===== src/graduation_pkg.sv =====
// ################################################
// Shared widths and vector types of the graduation
// window. Every RTL block and the testbench import
// this package for index, count and payload types
// ################################################
package graduation_pkg;

    // Entry index width for windows up to 32 entries
    parameter int GL_INDEX_W = 5;

    // Position of an entry in the window
    typedef logic [GL_INDEX_W-1:0] gl_index_t;

    // Occupied entries from 0 to 32 need one extra bit
    typedef logic [GL_INDEX_W:0] gl_count_t;

    // Instruction address
    typedef logic [31:0] pc_t;

    // Destination register number
    typedef logic [4:0] reg_addr_t;

    // Exception cause code
    typedef logic [3:0] exc_cause_t;

endpackage

===== src/graduation_unit.sv =====
// ################################################
// Graduation stage of the out-of-order core.
// Ties the entry store, the exception tracker and
// the commit selector together
// ################################################
`timescale 1ns/1ns

module graduation_unit #(
    parameter int NUM_ENTRIES = 16   // Power of two from 4 to 32
) (
    input  logic                       clk_i,
    input  logic                       rstn_i,

    input  logic                       alloc_valid_i,
    input  graduation_pkg::pc_t        alloc_pc_i,
    input  graduation_pkg::reg_addr_t  alloc_rd_i,
    input  logic                       alloc_ex_valid_i,
    input  graduation_pkg::exc_cause_t alloc_ex_cause_i,

    input  logic                       wb0_valid_i,
    input  graduation_pkg::gl_index_t  wb0_index_i,
    input  logic                       wb0_ex_valid_i,
    input  graduation_pkg::exc_cause_t wb0_ex_cause_i,
    input  logic                       wb1_valid_i,
    input  graduation_pkg::gl_index_t  wb1_index_i,
    input  logic                       wb1_ex_valid_i,
    input  graduation_pkg::exc_cause_t wb1_ex_cause_i,

    input  logic                       flush_i,
    input  graduation_pkg::gl_index_t  flush_index_i,

    output graduation_pkg::gl_index_t  assigned_index_o,
    output logic                       full_o,
    output logic                       empty_o,
    output logic                       commit0_valid_o,
    output graduation_pkg::pc_t        commit0_pc_o,
    output graduation_pkg::reg_addr_t  commit0_rd_o,
    output logic                       commit1_valid_o,
    output graduation_pkg::pc_t        commit1_pc_o,
    output graduation_pkg::reg_addr_t  commit1_rd_o,
    output logic                       exception_valid_o,
    output graduation_pkg::exc_cause_t exception_cause_o,
    output graduation_pkg::pc_t        exception_pc_o
);
    import graduation_pkg::*;

    gl_index_t  head;
    gl_count_t  count;
    logic       head_done;
    logic       next_done;
    pc_t        head_pc;
    logic       ex_valid;
    gl_index_t  ex_index;
    logic [1:0] retire_count;
    logic       clear_all;
    logic       alloc_ex;   // Decode exception of an accepted allocation
    logic       wb0_ex;
    logic       wb1_ex;

    assign alloc_ex       = alloc_valid_i && alloc_ex_valid_i && !full_o;
    assign wb0_ex         = wb0_valid_i && wb0_ex_valid_i;
    assign wb1_ex         = wb1_valid_i && wb1_ex_valid_i;
    assign empty_o        = (count == '0);
    assign commit0_pc_o   = head_pc;
    assign exception_pc_o = head_pc;   // Faulting entry sits at the head

    graduation_list #(
        .NUM_ENTRIES (NUM_ENTRIES)
    ) list0 (
        .clk_i          (clk_i),
        .rstn_i         (rstn_i),
        .alloc_valid_i  (alloc_valid_i),
        .alloc_pc_i     (alloc_pc_i),
        .alloc_rd_i     (alloc_rd_i),
        .alloc_done_i   (alloc_ex_valid_i),
        .wb0_valid_i    (wb0_valid_i),
        .wb1_valid_i    (wb1_valid_i),
        .wb0_index_i    (wb0_index_i),
        .wb1_index_i    (wb1_index_i),
        .flush_i        (flush_i),
        .flush_index_i  (flush_index_i),
        .retire_count_i (retire_count),
        .clear_all_i    (clear_all),
        .head_o         (head),
        .tail_o         (assigned_index_o),
        .count_o        (count),
        .head_done_o    (head_done),
        .next_done_o    (next_done),
        .head_pc_o      (head_pc),
        .next_pc_o      (commit1_pc_o),
        .head_rd_o      (commit0_rd_o),
        .next_rd_o      (commit1_rd_o),
        .full_o         (full_o)
    );

    exception_tracker #(
        .NUM_ENTRIES (NUM_ENTRIES)
    ) tracker0 (
        .clk_i         (clk_i),
        .rstn_i        (rstn_i),
        .head_i        (head),
        .alloc_ex_i    (alloc_ex),
        .alloc_index_i (assigned_index_o),
        .alloc_cause_i (alloc_ex_cause_i),
        .wb0_ex_i      (wb0_ex),
        .wb0_index_i   (wb0_index_i),
        .wb0_cause_i   (wb0_ex_cause_i),
        .wb1_ex_i      (wb1_ex),
        .wb1_index_i   (wb1_index_i),
        .wb1_cause_i   (wb1_ex_cause_i),
        .flush_i       (flush_i),
        .flush_index_i (flush_index_i),
        .clear_all_i   (clear_all),
        .ex_valid_o    (ex_valid),
        .ex_index_o    (ex_index),
        .ex_cause_o    (exception_cause_o)
    );

    commit_selector #(
        .NUM_ENTRIES (NUM_ENTRIES)
    ) selector0 (
        .head_i         (head),
        .count_i        (count),
        .head_done_i    (head_done),
        .next_done_i    (next_done),
        .ex_valid_i     (ex_valid),
        .ex_index_i     (ex_index),
        .retire_count_o (retire_count),
        .commit0_o      (commit0_valid_o),
        .commit1_o      (commit1_valid_o),
        .raise_ex_o     (exception_valid_o),
        .clear_all_o    (clear_all)
    );

endmodule


===== src/commit_selector.sv =====
// ################################################
// Graduation decision for the two head slots.
// Purely combinational from the store and tracker
// registers. Also raises the exception pulse
// ################################################
`timescale 1ns/1ns

module commit_selector #(
    parameter int NUM_ENTRIES = 16
) (
    input  graduation_pkg::gl_index_t head_i,
    input  graduation_pkg::gl_count_t count_i,
    input  logic                      head_done_i,
    input  logic                      next_done_i,
    input  logic                      ex_valid_i,
    input  graduation_pkg::gl_index_t ex_index_i,

    output logic [1:0]                retire_count_o,
    output logic                      commit0_o,
    output logic                      commit1_o,
    output logic                      raise_ex_o,
    output logic                      clear_all_o
);
    import graduation_pkg::*;

    localparam gl_index_t IDX_MASK = gl_index_t'(NUM_ENTRIES - 1);

    gl_index_t next_idx;
    logic      head_valid;
    logic      next_valid;
    logic      head_faults;   // Tracker names the head entry
    logic      next_faults;

    assign next_idx    = (head_i + gl_index_t'(1)) & IDX_MASK;
    assign head_valid  = (count_i != '0);
    assign next_valid  = (count_i >= gl_count_t'(2));
    assign head_faults = ex_valid_i && (ex_index_i == head_i);
    assign next_faults = ex_valid_i && (ex_index_i == next_idx);

    // A done entry not named by the tracker carries no exception
    assign commit0_o  = head_valid && head_done_i && !head_faults;
    assign commit1_o  = commit0_o && next_valid && next_done_i && !next_faults;
    assign raise_ex_o = head_valid && head_done_i && head_faults;

    assign clear_all_o    = raise_ex_o;   // Empties store and tracker next edge
    assign retire_count_o = {1'b0, commit0_o} + {1'b0, commit1_o};

endmodule


===== src/exception_tracker.sv =====
// ################################################
// Oldest pending exception of the graduation window.
// Ranks new candidates by age from the head and keeps
// only the oldest one until it graduates or is flushed
// ################################################
`timescale 1ns/1ns

module exception_tracker #(
    parameter int NUM_ENTRIES = 16
) (
    input  logic                       clk_i,
    input  logic                       rstn_i,
    input  graduation_pkg::gl_index_t  head_i,

    input  logic                       alloc_ex_i,     // Decode-time exception
    input  graduation_pkg::gl_index_t  alloc_index_i,
    input  graduation_pkg::exc_cause_t alloc_cause_i,
    input  logic                       wb0_ex_i,
    input  graduation_pkg::gl_index_t  wb0_index_i,
    input  graduation_pkg::exc_cause_t wb0_cause_i,
    input  logic                       wb1_ex_i,
    input  graduation_pkg::gl_index_t  wb1_index_i,
    input  graduation_pkg::exc_cause_t wb1_cause_i,

    input  logic                       flush_i,
    input  graduation_pkg::gl_index_t  flush_index_i,
    input  logic                       clear_all_i,

    output logic                       ex_valid_o,
    output graduation_pkg::gl_index_t  ex_index_o,
    output graduation_pkg::exc_cause_t ex_cause_o
);
    import graduation_pkg::*;

    localparam gl_index_t IDX_MASK = gl_index_t'(NUM_ENTRIES - 1);

    logic       ex_valid_q;
    gl_index_t  ex_index_q;
    exc_cause_t ex_cause_q;

    logic       cand_ex    [3];
    gl_index_t  cand_index [3];
    exc_cause_t cand_cause [3];

    logic       best_valid;
    gl_index_t  best_index;
    exc_cause_t best_cause;

    // Distance from the head where zero is the oldest entry
    function automatic gl_index_t age_of(gl_index_t idx, gl_index_t head);
        return (idx - head) & IDX_MASK;
    endfunction

    // Candidate order alloc, wb0, wb1
    assign cand_ex[0]    = alloc_ex_i;
    assign cand_index[0] = alloc_index_i;
    assign cand_cause[0] = alloc_cause_i;
    assign cand_ex[1]    = wb0_ex_i;
    assign cand_index[1] = wb0_index_i;
    assign cand_cause[1] = wb0_cause_i;
    assign cand_ex[2]    = wb1_ex_i;
    assign cand_index[2] = wb1_index_i;
    assign cand_cause[2] = wb1_cause_i;

    always_comb begin
        best_valid = ex_valid_q;
        best_index = ex_index_q;
        best_cause = ex_cause_q;
        for (int i = 0; i < 3; i++) begin
            if (cand_ex[i] && (!best_valid ||
                age_of(cand_index[i], head_i) < age_of(best_index, head_i))) begin
                best_valid = 1'b1;
                best_index = cand_index[i];
                best_cause = cand_cause[i];
            end
        end
        // Entries younger than the flush point are gone
        if (flush_i && best_valid &&
            age_of(best_index, head_i) > age_of(flush_index_i, head_i)) begin
            best_valid = 1'b0;
        end
    end

    always_ff @(posedge clk_i or negedge rstn_i) begin
        if (!rstn_i) begin
            ex_valid_q <= 1'b0;
        end else if (clear_all_i) begin
            ex_valid_q <= 1'b0;   // Window emptied by the exception
        end else begin
            ex_valid_q <= best_valid;
        end
    end

    always_ff @(posedge clk_i) begin
        ex_index_q <= best_index;
        ex_cause_q <= best_cause;
    end

    assign ex_valid_o = ex_valid_q;
    assign ex_index_o = ex_index_q;
    assign ex_cause_o = ex_cause_q;

    record_in_window: assert property (@(posedge clk_i) disable iff (!rstn_i)
        ex_valid_q |-> (ex_index_q & ~IDX_MASK) == '0);

endmodule


===== src/graduation_list.sv =====
// ################################################
// Circular entry store of the graduation window.
// Keeps program order, done bits, pc and rd per entry,
// and moves head, tail and count on alloc, retire,
// flush and clear
// ################################################
`timescale 1ns/1ns

module graduation_list #(
    parameter int NUM_ENTRIES = 16   // Power of two from 4 to 32
) (
    input  logic                      clk_i,
    input  logic                      rstn_i,

    input  logic                      alloc_valid_i,
    input  graduation_pkg::pc_t       alloc_pc_i,
    input  graduation_pkg::reg_addr_t alloc_rd_i,
    input  logic                      alloc_done_i,   // Entry stored already finished

    input  logic                      wb0_valid_i,
    input  logic                      wb1_valid_i,
    input  graduation_pkg::gl_index_t wb0_index_i,
    input  graduation_pkg::gl_index_t wb1_index_i,

    input  logic                      flush_i,
    input  graduation_pkg::gl_index_t flush_index_i,  // Last entry that survives

    input  logic [1:0]                retire_count_i,
    input  logic                      clear_all_i,

    output graduation_pkg::gl_index_t head_o,
    output graduation_pkg::gl_index_t tail_o,
    output graduation_pkg::gl_count_t count_o,
    output logic                      head_done_o,
    output logic                      next_done_o,
    output graduation_pkg::pc_t       head_pc_o,
    output graduation_pkg::pc_t       next_pc_o,
    output graduation_pkg::reg_addr_t head_rd_o,
    output graduation_pkg::reg_addr_t next_rd_o,
    output logic                      full_o
);
    import graduation_pkg::*;

    localparam int        IDX_W     = $clog2(NUM_ENTRIES);
    localparam gl_index_t IDX_MASK  = gl_index_t'(NUM_ENTRIES - 1);
    localparam gl_count_t MAX_COUNT = gl_count_t'(NUM_ENTRIES - 1);

    gl_index_t head_q;
    gl_index_t tail_q;
    gl_count_t count_q;

    gl_index_t next_idx;
    gl_index_t head_nxt;     // Head after this cycle's retirement
    gl_index_t tail_flush;   // Tail after a mispredict flush
    logic      write_enable;

    gl_index_t wb0_age;
    gl_index_t wb1_age;

    pc_t                    pc_q [NUM_ENTRIES];
    reg_addr_t              rd_q [NUM_ENTRIES];
    logic [NUM_ENTRIES-1:0] done_q;

    // Allocation dropped when full, on flush or on exception clear
    assign write_enable = alloc_valid_i && !full_o && !flush_i && !clear_all_i;

    assign next_idx   = (head_q + gl_index_t'(1)) & IDX_MASK;
    assign head_nxt   = (head_q + gl_index_t'(retire_count_i)) & IDX_MASK;
    assign tail_flush = (flush_index_i + gl_index_t'(1)) & IDX_MASK;

    always_ff @(posedge clk_i or negedge rstn_i) begin
        if (!rstn_i) begin
            head_q  <= '0;
            tail_q  <= '0;
            count_q <= '0;
        end else if (clear_all_i) begin
            head_q  <= '0;
            tail_q  <= '0;
            count_q <= '0;
        end else if (flush_i) begin
            head_q  <= head_nxt;
            tail_q  <= tail_flush;
            // Distance is unambiguous since count stays below NUM_ENTRIES
            count_q <= gl_count_t'((tail_flush - head_nxt) & IDX_MASK);
        end else begin
            head_q  <= head_nxt;
            tail_q  <= (tail_q + gl_index_t'(write_enable)) & IDX_MASK;
            count_q <= count_q + gl_count_t'(write_enable) - gl_count_t'(retire_count_i);
        end
    end

    // Done bits set at allocation or by either writeback port
    always_ff @(posedge clk_i or negedge rstn_i) begin
        if (!rstn_i) begin
            done_q <= '0;
        end else begin
            if (write_enable) begin
                done_q[tail_q[IDX_W-1:0]] <= alloc_done_i;
            end
            if (wb0_valid_i) begin
                done_q[wb0_index_i[IDX_W-1:0]] <= 1'b1;
            end
            if (wb1_valid_i) begin
                done_q[wb1_index_i[IDX_W-1:0]] <= 1'b1;
            end
        end
    end

    always_ff @(posedge clk_i) begin
        if (write_enable) begin
            pc_q[tail_q[IDX_W-1:0]] <= alloc_pc_i;
            rd_q[tail_q[IDX_W-1:0]] <= alloc_rd_i;
        end
    end

    assign head_o      = head_q;
    assign tail_o      = tail_q;     // Index handed to the allocating instruction
    assign count_o     = count_q;
    assign head_done_o = done_q[head_q[IDX_W-1:0]];
    assign next_done_o = done_q[next_idx[IDX_W-1:0]];
    assign head_pc_o   = pc_q[head_q[IDX_W-1:0]];
    assign next_pc_o   = pc_q[next_idx[IDX_W-1:0]];
    assign head_rd_o   = rd_q[head_q[IDX_W-1:0]];
    assign next_rd_o   = rd_q[next_idx[IDX_W-1:0]];
    assign full_o      = (count_q == MAX_COUNT);   // One slot kept free

    assign wb0_age = (wb0_index_i - head_q) & IDX_MASK;
    assign wb1_age = (wb1_index_i - head_q) & IDX_MASK;

    // Writebacks only target entries the dispatch stage has allocated
    wb0_in_window: assert property (@(posedge clk_i) disable iff (!rstn_i)
        wb0_valid_i |-> gl_count_t'(wb0_age) < count_q);
    wb1_in_window: assert property (@(posedge clk_i) disable iff (!rstn_i)
        wb1_valid_i |-> gl_count_t'(wb1_age) < count_q);

    count_bound: assert property (@(posedge clk_i) disable iff (!rstn_i)
        count_q <= MAX_COUNT);

endmodule


===== config.mk =====
export PLATFORM = sky130hd
export DESIGN_NAME = graduation_unit
export DESIGN_NICKNAME = d
export VERILOG_FILES = /design/src/graduation_pkg.sv /design/src/graduation_unit.sv /design/src/commit_selector.sv /design/src/exception_tracker.sv /design/src/graduation_list.sv
export SDC_FILE = /design/constraint.sdc
export NUM_CORES = 1
export LEC_CHECK = 0
export ABC_AREA = 1
export BUFFER_PORTS_ARGS = -buffer_cell sky130_fd_sc_hd__buf_2
export CAP_MARGIN = 20
export CORE_UTILIZATION = 36
export CTS_BUF_LIST = sky130_fd_sc_hd__clkbuf_8
export DETAILED_ROUTE_END_ITERATION = 6
export HOLD_SLACK_MARGIN = 0.02
export SETUP_SLACK_MARGIN = 0.15
export SYNTH_ARGS = -nofsm -noshare
export SYNTH_HDL_FRONTEND = slang
export SYNTH_SLANG_ARGS = --single-unit

===== constraint.sdc =====
create_clock -name clk_i -period 17.8 [get_ports clk_i]
set_input_delay 0.89 -clock clk_i [delete_from_list [all_inputs] [get_ports clk_i]]
set_output_delay 0.89 -clock clk_i [all_outputs]
set_load 0.02 [all_outputs]

; ---- Word-level counts from Yosys, hierarchy flattened
; Memories as Yosys holds them, arrays and structs flattened.
; Cells that the tools add are included.
[totals]
input_bits = 73
output_inout_bits = 120
n_memories = 2
ramBits = 592
register_bits = 40
word_cells = 112
[op_classes]
magnitude_cmp = 13
reduce_logical = 37
muxes = 32
n_addsub = 16
n_eq_ne = 3
bitwise_logic = 2
[memory_table]
columns = memory, depth, word_bits, read_ports, rd_clocked_by_memory_dff, wr, line
row1 = list0.pc_q, 16, 32, 2, 0, 1, graduation_list.sv:60  ; pc_t pc_q [NUM_ENTRIES];
row2 = list0.rd_q, 16, 5, 2, 0, 1, graduation_list.sv:61  ; reg_addr_t rd_q [NUM_ENTRIES];
[op_table]
columns = op, n
row1 = 16-bit two-way mux, 3
row2 = 4-bit subtractor, 9
row3 = 16-bit OR, 2
row4 = "4-bit by 5-bit < comparator with 1-bit output, second input constant", 5
row5 = 4-bit two-way mux, 6
row6 = 1-bit logical AND, 23
row7 = 16-bit bitwise mux, 1
row8 = 5-bit two-way mux, 3
row9 = 1-bit demux with 4-bit select, 3
row10 = "4-bit by 1-bit >= comparator with 1-bit output, second input constant", 3
row11 = 4-bit < comparator, 3
row12 = 1-bit two-way mux, 12
row13 = 6-bit two-way mux, 2
row14 = 5-bit by 4-bit == test with 1-bit output, 2
row15 = "4-bit by 1-bit adder with 4-bit output, second input constant", 2
row16 = 1-bit binary-select mux with 4-bit select, 2
row17 = 1-bit logical NOT, 8
row18 = 6-bit by 1-bit adder with 6-bit output, 1
row19 = "6-bit by 4-bit == test with 1-bit output, second input constant", 1
row20 = "6-bit by 2-bit >= comparator with 1-bit output, second input constant", 1
row21 = 6-bit logical NOT, 1
row22 = 6-bit nonzero test, 1
row23 = 6-bit by 2-bit subtractor with 6-bit output, 1
row24 = 4-bit by 1-bit adder with 4-bit output, 1
row25 = 5 further kinds, 7

; ---- Longest topological paths before layout
; Gate-level depths: netlist of the first run.
[depth]
word_depth = 20
mapped_depth = 62
depth_no_buf = 59

; ---- Modules after synthesis
; Synthesis of the first run repeated with hierarchy kept, for this count alone.
[hier_totals]
hier_cells = 3838
hier_area_um2 = 34600.7
[by_module_without_submodules]
columns = module, instances, cells_per_inst, seq_area_each_um2, area_per_inst_um2
row1 = graduation_list, 1, 3497, 18527.8, 32185.9
row2 = exception_tracker, 1, 237, 255.2, 1849.3
row3 = graduation_unit, 1, 43, 0.0, 284.0
row4 = commit_selector, 1, 61, 0.0, 281.5

; ---- Worst setup path after synthesis of the first run
; No wires, ideal clock.
[synth_path]
path_type = flip-flop to flip-flop
startpoint = register list0.head_q[1] (netlist: list0.head_o[1])
endpoint = register tracker0.ex_valid_q (netlist: tracker0.ex_valid_o)
path_slack_ns = 9.330
setup_ns = 0.114
synth_period_minus_slack_ns = 8.470
path_stages_with_launch = 58
t_required_ns = 17.686
n_path_buf = 4
arrival_time_ns = 8.355
cell_sequence = dfrtp_1 -> buf_4 -> inv_2 -> buf_4 -> clkbuf_1 -> ha_1 -> nand3_1 -> nand2_1 -> xor2_1 -> ha_1 -> a21oi_1 -> nand2_1 -> nand2_1 -> nand2_1 -> o21ai_1 -> inv_1 -> ha_1 -> nand2_1 -> (+22 left out) -> inv_2 -> buf_2 -> nand2_1 -> nand2_1 -> ha_1 -> inv_1 -> nand3_1 -> nand2_1 -> xor2_1 -> nand3_1 -> nand2_1 -> inv_1 -> ha_1 -> nand2_1 -> o21ai_0 -> nand3_1 -> nand3_1 -> inv_1
[synth_via]
elab_chain_cells = 20
elab_cells_between_ends = 36
cone_classes = add/sub: 8 / order compare: 4 / eq/ne: 1 / mux: 10 / reduce/logical: 13
[synth_rtl]
columns = item, line
row1 = from (decl), graduation_list.sv:48  ; gl_index_t head_q;
row2 = from (signal assigned), graduation_list.sv:81  ; head_q <= head_nxt;
row3 = from (signal assigned), graduation_list.sv:86  ; head_q <= head_nxt;
row4 = 4-bit subtractor, exception_tracker.sv:51  ; return (idx - head) & IDX_MASK;
row5 = 4-bit < comparator, exception_tracker.sv:71  ; age_of(cand_index[i], head_i) < age_of(best_index, head_i))) begin
row6 = 1-bit logical OR, exception_tracker.sv:70  ; if (cand_ex[i] && (!best_valid ||
row7 = 1-bit logical AND, exception_tracker.sv:70
row8 = 5-bit two-way mux, exception_tracker.sv:70
row9 = 4-bit subtractor, exception_tracker.sv:51
row10 = 4-bit < comparator, exception_tracker.sv:71
row11 = 1-bit logical OR, exception_tracker.sv:70
row12 = (+4 left out), n/a
row13 = 1-bit logical OR, exception_tracker.sv:70
row14 = 1-bit logical AND, exception_tracker.sv:70
row15 = 5-bit two-way mux, exception_tracker.sv:70
row16 = 4-bit subtractor, exception_tracker.sv:51
row17 = 4-bit greater-than comparator, exception_tracker.sv:79  ; age_of(best_index, head_i) > age_of(flush_index_i, head_i)) begin
row18 = 1-bit logical AND, exception_tracker.sv:78  ; if (flush_i && best_valid &&
row19 = 1-bit two-way mux, exception_tracker.sv:78
row20 = 1-bit two-way mux (*), exception_tracker.sv:87  ; end else if (clear_all_i) begin
row21 = to (signal assigned), exception_tracker.sv:90  ; ex_valid_q <= best_valid;
row22 = to (decl), exception_tracker.sv:37  ; logic ex_valid_q;
; Mark *: on every way between the ends. The rest lies on a longest branch, timed or not. The select of a mux whose other input is x is not followed.
; A chain may end at the register's enable or synchronous reset.

; ---- Final worst setup path of the first run
[layout_path]
startpoint = register list0.head_q[1] (netlist: list0.head_o[1])
endpoint = register tracker0.ex_valid_q (netlist: tracker0.ex_valid_o)
[layout_via]
elab_chain_cells = 20
elab_cells_between_ends = 36
cone_classes = add/sub: 8 / order compare: 4 / eq/ne: 1 / mux: 10 / reduce/logical: 13
[layout_rtl]
columns = item, line
row1 = 4-bit subtractor, exception_tracker.sv:51
row2 = 4-bit < comparator, exception_tracker.sv:71
row3 = 1-bit logical OR, exception_tracker.sv:70
row4 = 1-bit logical AND, exception_tracker.sv:70
row5 = 5-bit two-way mux, exception_tracker.sv:70
row6 = 4-bit subtractor, exception_tracker.sv:51
row7 = 4-bit < comparator, exception_tracker.sv:71
row8 = 1-bit logical OR, exception_tracker.sv:70
row9 = (+5 left out), n/a
row10 = 1-bit logical AND, exception_tracker.sv:70
row11 = 5-bit two-way mux (*), exception_tracker.sv:70
row12 = via tracker0.best_index[2], exception_tracker.sv:46  ; gl_index_t best_index;
row13 = 4-bit subtractor (*), exception_tracker.sv:51
row14 = 4-bit greater-than comparator (*), exception_tracker.sv:79
row15 = 1-bit logical AND (*), exception_tracker.sv:78
row16 = 1-bit two-way mux (*), exception_tracker.sv:78
row17 = 1-bit two-way mux (*), exception_tracker.sv:87
; The timed path passes the listed nets; every way through them passes the cells marked *. The select of a mux whose other input is x is not followed.

==> qor.csv, run 1 <==
stage;metric;value;unit
setup_path;slowest_delay;900;ps
synth;postSynthAreaPerCell;9.644;um^2
timing;setup_viol;0;
die;ios;193;
global_route;met1_usage;28.61;%
timing;fmax;106.0;MHz
global_route;grt_overflow;0;
global_route;busiest_layer;met2;
synth;ys_seq_area_share;56.47;%
die;start_util;36.34;%
timing;fin_crit;9434;ps
synth;synthArstFlopShare;4.905;%
timing;hold_viol_final;0;
route;wl_per_cell;21.25;um
clock_tree;cts_resized;0;
global_route;grt_pass1_wl;150400;um
synth;synth_top_area_cell;edfxtp_1;
route;drtIter0Drc;3024;
setup_path;cp.depth;51;
setup_path;crit_start;list0.head_o[1];
finish;drive_above_1_share;11.82;%
synth;synthCells;3449;
route;drt-total-wl;101500;um
setup_path;critPathMaxFanout;46;
setup_path;required;18410;ps
setup_path;end_kind;register;
finish;area_delta_synth_final;10.17;%
setup_path;critPathLaunchType;register;
timing;finalSetupTns;0;ps
timing;worstMarginPinSlew;1126;ps
setup_path;crit_end;tracker0.ex_valid_o;
setup_path;rr_endpoint;tracker0.ex_valid_o;
global_route;grt_pass1_vias;24892;
setup_path;critPathTopFamily;adder cells;
synth;synth.most_common_cell;edfxtp_1;
synth;synth_top_area_share;53.90;%
synth;ys_types;41;
synth;ys_ff_latch;632;
flow_run;cap_violations;0;
run_status;status;finished with violations;
die;rows;111;
die;die_area;93610;um^2
setup_path;reg2reg_setup_slack;8370;ps
synth;synthTopCellsByCount;edfxtp_1 (597), o21ai_0 (568), a21oi_1 (463);
route;first_pass_iters;7;
clock_tree;clk-insertion-delay-late;740;ps
clock_tree;clockBufferDepth;3;
finish;nNetsFinal;3639;
route;via_per_inst;5.567;
route;routed-via-count;26583;
clock_tree;cts_made_buffers;107;
synth;syn_area;33260;um^2
synth;synth_edf_count;597;
setup_path;crit_path_frequent_cell;nand2_1;
clock_tree;post_cts_buffers;0;
setup_path;cp_slowest_cell;dfrtp_4;
setup_path;reg2reg_depth;51;
place;post-dp-hpwl;52150;um
clock_tree;cts.clk_slew.worst_paths;60;ps
setup_path;cp_num_buf_inv;8;
synth;synth_nets;3592;
route;drtAntennaViolNets;0;
die;die_h;306.0;um
synth;synthFlopType;edfxtp_1;
synth;yosys_warnings;0;
min_path;hp-class;primary input to async pin;
setup_path;crit_type;register to register;
place;io_buffers;190;
global_route;use_met2;33.99;%
global_route;grt_use_met3;3.332;%
clock_tree;clock_sinks;632;
setup_path;cp_data_arrival_time;10050;ps
run_status;violations;design-rule violations;
place;place.gp.congestion;0.8231;
timing;fin_crit_sh;53.00;%
clock_tree;cts_tree;built;
setup_path;r2r-start;list0.head_o[1];
global_route;track_usage;21.06;%
timing;rsz0062_at_grt;no;
clock_tree;cts_htree_levels;3;
global_route;antenna_found_initial;9;
timing;maxSlewHeadroom;24.95;%
timing;slew_violations;0;
die;fp.dieW;306.0;um
clock_tree;cts_hold_buffers;0;
clock_tree;cts-root-buf;clkbuf_8;
global_route;grt_max_degree;186;
synth;synthTopCellsByArea;edfxtp_1 (54%), o21ai_0 (8.5%), a21oi_1 (7.0%), nand3_1 (3.9%), inv_1 (3.7%);
route;drcViolationCount;2;
timing;skew;27.12;ps
die;core-area;91520;um^2
[registers in the layout, indices dropped and copies added, names as in the netlist]
| name | flops |
|---|---|
| tracker0.ex_index_o | 5 |
| list0.pc_q | 512 |
| list0.head_o | 4 |
| list0.count_o | 6 |
| tracker0.ex_valid_o | 1 |
| list0.done_q | 16 |
| tracker0.ex_cause_o | 4 |
| list0.tail_o | 4 |
| list0.rd_q | 80 |
[final cells by class]
class,count,area [um^2]
diodes,3,7.507
clock buffers,108,1486
clock inverters,91,539.3
fillers,8894,54880
inverters,338,1291
multi-input cells,2182,11730
flip-flops and latches,632,18800
well taps,1186,1484
repair buffers,235,1309
[cell usage in the layout (no fill, tap or decap), types with 5 or more instances in the layout]
cell and n:
edfxtp_1 597, o21ai_0 568, a21oi_1 463, inv_1 341, nor2_1 276, nand3_1 260, buf_2 190, nand2_1 155
clkbuf_8 108, nor3_1 85, o21ai_1 59, ha_1 58, o211ai_1 44, buf_4 44, o22ai_1 39, clkinv_1 34
o31ai_1 31, o32ai_1 31, dfrtp_1 27, inv_2 22, nand4_1 21, xor2_1 20, clkinv_2 16, o22a_1 11
fa_1 11, xnor2_1 8, a31oi_1 7, or2_2 6, o221ai_1 6, o31ai_2 5, o32ai_2 5
[metal layers]
layer	wire length [um]	part of all wire (%)
met1	43170	43
met2	47060	46
met3	8154	8.0
met4	3033	3.0
met5	54	0.053
[how the worst min path moves through the flow]
stage                           startpoint             endpoint  slack (ps)  cells past startpoint
final                               rstn_i  tracker0.ex_valid_o         240                      1
after global routing                rstn_i      list0.tail_o[2]         280                      1
after CTS                           rstn_i     list0.count_o[4]         240                      1
after detailed placement  list0.done_q[13]     list0.done_q[13]         470                      2
after global placement    list0.done_q[13]     list0.done_q[13]         470                      2
after floorplan           list0.done_q[11]     list0.done_q[11]         450                      2
[logic make-up (layout without fill, tap and decap cells)]
logic type                 Yosys count  count (layout)  synth area share (%)
DFF                                632             632                 56.47
buffers and inverters              635             772                 8.366
adders and majority gates           70              70                 2.882
AOI/OAI and AO/OA                 1273            1273                 20.75
xor gates and xnor gates            30              30                0.8464
other                                1               4               0.01127
and+or+nand+nor                    808             808                 10.67
[metrics by stage]
stage / instances / setup slack, ps / utilization [%] / cell area, um^2 / hold slack [ps]
6_report: 4775 / 8366 / 40.04 / 36640 / 243.3
5_1_grt: 4775 / 7433 / 40.04 / 36640 / 277.3
4_1_cts: 4771 / 8352 / 40.00 / 36610 / 235.6
3_5_place_dp: 4572 / 8392 / 37.79 / 34580 / 473.6
3_3_place_gp: 4572 / 8413 / 37.79 / 34580 / 472.3
2_1_floorplan: 3449 / 9330 / - / 33260 / 452.1
Power of run 1 is left out: the tool's default activity adds up to more than one toggle a clock period on the data nets, which glitch-free logic cannot reach.
==> run 2, diff against run 1 <==
==> constraint.sdc (replaced) <==
create_clock -name clk_i -period 9.4 [get_ports clk_i]
set_input_delay 0.47 -clock clk_i [delete_from_list [all_inputs] [get_ports clk_i]]
set_output_delay 0.47 -clock clk_i [all_outputs]
set_load 0.02 [all_outputs]
==> run 2 against run 1 <==
Effect of this change:
- the flow still finishes with violations (design-rule violations)
- setup slack lost 7300 ps
- global-route usage about the same
- clock-buffer cell count is the same
- via count down 0.24%
- die area unchanged
- fmax is 13% higher
- critical path type unchanged
==> qor.csv, run 2 (synthesis gave the netlist of run 1 again) <==
stage;metric;value;unit;change
clock_tree;clock_sinks;632;;unchanged
timing;setup_viol;0;;unchanged
setup_path;critPathLaunchType;register;;
clock_tree;cts.clk_slew.worst_paths;60;ps;about the same
route;routed-via-count;26519;;-0.24%
timing;finalSetupTns;0;ps;unchanged
setup_path;end_kind;register;;
clock_tree;cts-root-buf;clkbuf_8;;
setup_path;reg2reg_setup_slack;1060;ps;-7310 ps
place;placed_cells;4570;;-0.044%
finish;layout_common_cells;edfxtp_1 (597), o21ai_0 (567), a21oi_1 (463);;
finish;largest_reg_flops;512;;unchanged
global_route;met1_usage;28.68;%;+0.071 points
route;via_per_inst;5.550;;-0.30%
route;drcViolationCount;4;;+2
global_route;grt_max_degree;214;;+15%
finish;stdcell_count;4778;;+0.063%
clock_tree;cts_tree;built;;
place;post-dp-hpwl;51200;um;-1.8%
global_route;grt_pass1_vias;24699;;-0.78%
global_route;grt_pass1_wl;150900;um;+0.33%
die;start_util;36.34;%;unchanged
timing;worstMarginPinSlew;1114;ps;-12.24 ps
route;drtAntennaViolNets;0;;unchanged
global_route;grt_use_met3;3.705;%;+0.37 points
die;rows;111;;unchanged
die;die_area;93610;um^2;unchanged
clock_tree;cts_htree_levels;3;;unchanged
finish;area_delta_synth_final;10.21;%;about the same
timing;fin_crit;8342;ps;-1092 ps
flow_run;cap_violations;0;;unchanged
run_status;status;finished with violations;;
die;core-area;91520;um^2;unchanged
global_route;antenna_found_initial;10;;+1
timing;maxSlewHeadroom;25.76;%;+0.82 points
timing;slew_violations;0;;unchanged
clock_tree;clk-insertion-delay-late;740;ps;about the same
finish;final_common_cell;edfxtp_1;;
timing;fin_crit_sh;88.75;%;+36 points
finish;num-fill-cells;8878;;-0.18%
place;io_buffers;190;;unchanged
timing;skew;57.02;ps;+29.89 ps
global_route;track_usage;21.09;%;+0.030 points
min_path;hp-class;primary input to register;;
route;drtIter0Drc;2734;;-9.6%
clock_tree;clockBufferDepth;3;;unchanged
timing;rsz0062_at_grt;no;;
setup_path;crit_type;register to register;;
finish;nNetsFinal;3642;;+0.082%
timing;hold_viol_final;0;;unchanged
route;drt-total-wl;100500;um;-0.92%
setup_path;crit_path_frequent_cell;nand2_1;;
route;wl_per_cell;21.04;um;-0.98%
die;ios;193;;unchanged
place;place.gp.congestion;0.8337;;+1.3%
setup_path;slowest_delay;480;ps;-420 ps
timing;fmax;119.9;MHz;+13%
finish;drive_above_1_share;11.76;%;-0.062 points
route;first_pass_iters;7;;unchanged
run_status;violations;design-rule violations;;
setup_path;cp_data_arrival_time;9000;ps;-1050 ps
setup_path;critPathMaxFanout;12;;-74%
die;fp.dieW;306.0;um;unchanged
clock_tree;cts_made_buffers;108;;+0.93%
setup_path;required;10060;ps;-8350 ps
global_route;grt_overflow;0;;unchanged
timing;holdWs;98.07;ps;-145.3 ps
global_route;busiest_layer;met2;;
global_route;use_met2;33.77;%;-0.22 points
setup_path;cp_slowest_cell;dfrtp_1;;
die;die_h;306.0;um;unchanged
finish;final_core_util;40.05;%;about the same
-- run 2: cell types whose count changed in the layout (fill, tap and decap cells not counted), moves of 4 or more --
cell      previous run  this run
buf_12               0         4
clkinv_1            34        38
buf_4               44        40
clkinv_2            16        11
-- run 2: layout make-up --
type	instances	area (um^2)	area share [%]
multi-input cells	2182	11750	32.04
well taps	1186	1484	4.048
diodes	4	10.01	0.02731
flip-flops and latches	632	18800	51.28
inverters	338	1295	3.533
clock inverters	91	476.7	1.300
clock buffers	108	1486	4.055
repair buffers	237	1363	3.717
-- run 2: routing by layer --
metal,share of wire [%],wire (um),up-vias
met5,0.059,59,-
li1,-,-,12542
met1,44,43740,12686
met4,2.9,2954,10
met3,7.7,7703,207
met2,46,46070,1074
-- run 2: path summary, 6_finish.rpt --
path	from	to	cells past startpoint
max	list0.tail_o[0]	tracker0.ex_valid_o	52
min	wb1_ex_cause_i[0]	tracker0.ex_cause_o[0]	3
max reg2reg	list0.tail_o[0]	tracker0.ex_valid_o	52
min reg2reg	list0.done_q[13]	list0.done_q[13]	2
max in group asynchronous	rstn_i	list0.head_o[2]	2
min in group asynchronous	rstn_i	list0.done_q[8]	2
-- run 2: stage by stage --
stage / worst slack, ps / cell area, um^2
CTS: 399.9 / 36600
finish: 1058 / 36660
detailed placement: 453.6 / 34620
global route: 263.8 / 36660
global placement: 645.3 / 34620
floorplan: 930.4 / 33260
-- run 2: worst max-delay path, delay by kind of cell (launching register included) --
kind	cells	cell delay, ps
AOI/OAI and AO/OA	11	1920
and+or+nand+nor	17	1370
adders and majority gates	9	2740
xor gates and xnor gates	6	970
DFF	1	480
buffers and inverters	9	770
-- run 2: what timing repair did --
action                                 4_1_cts  5_1_grt
gates resized for setup                      0        6
buffers inserted                             0        3
hold buffers                                 2        0
endpoints found under the hold margin       32        0
setup endpoints to repair                    0        1
Power of run 2 is left out for the same reason.
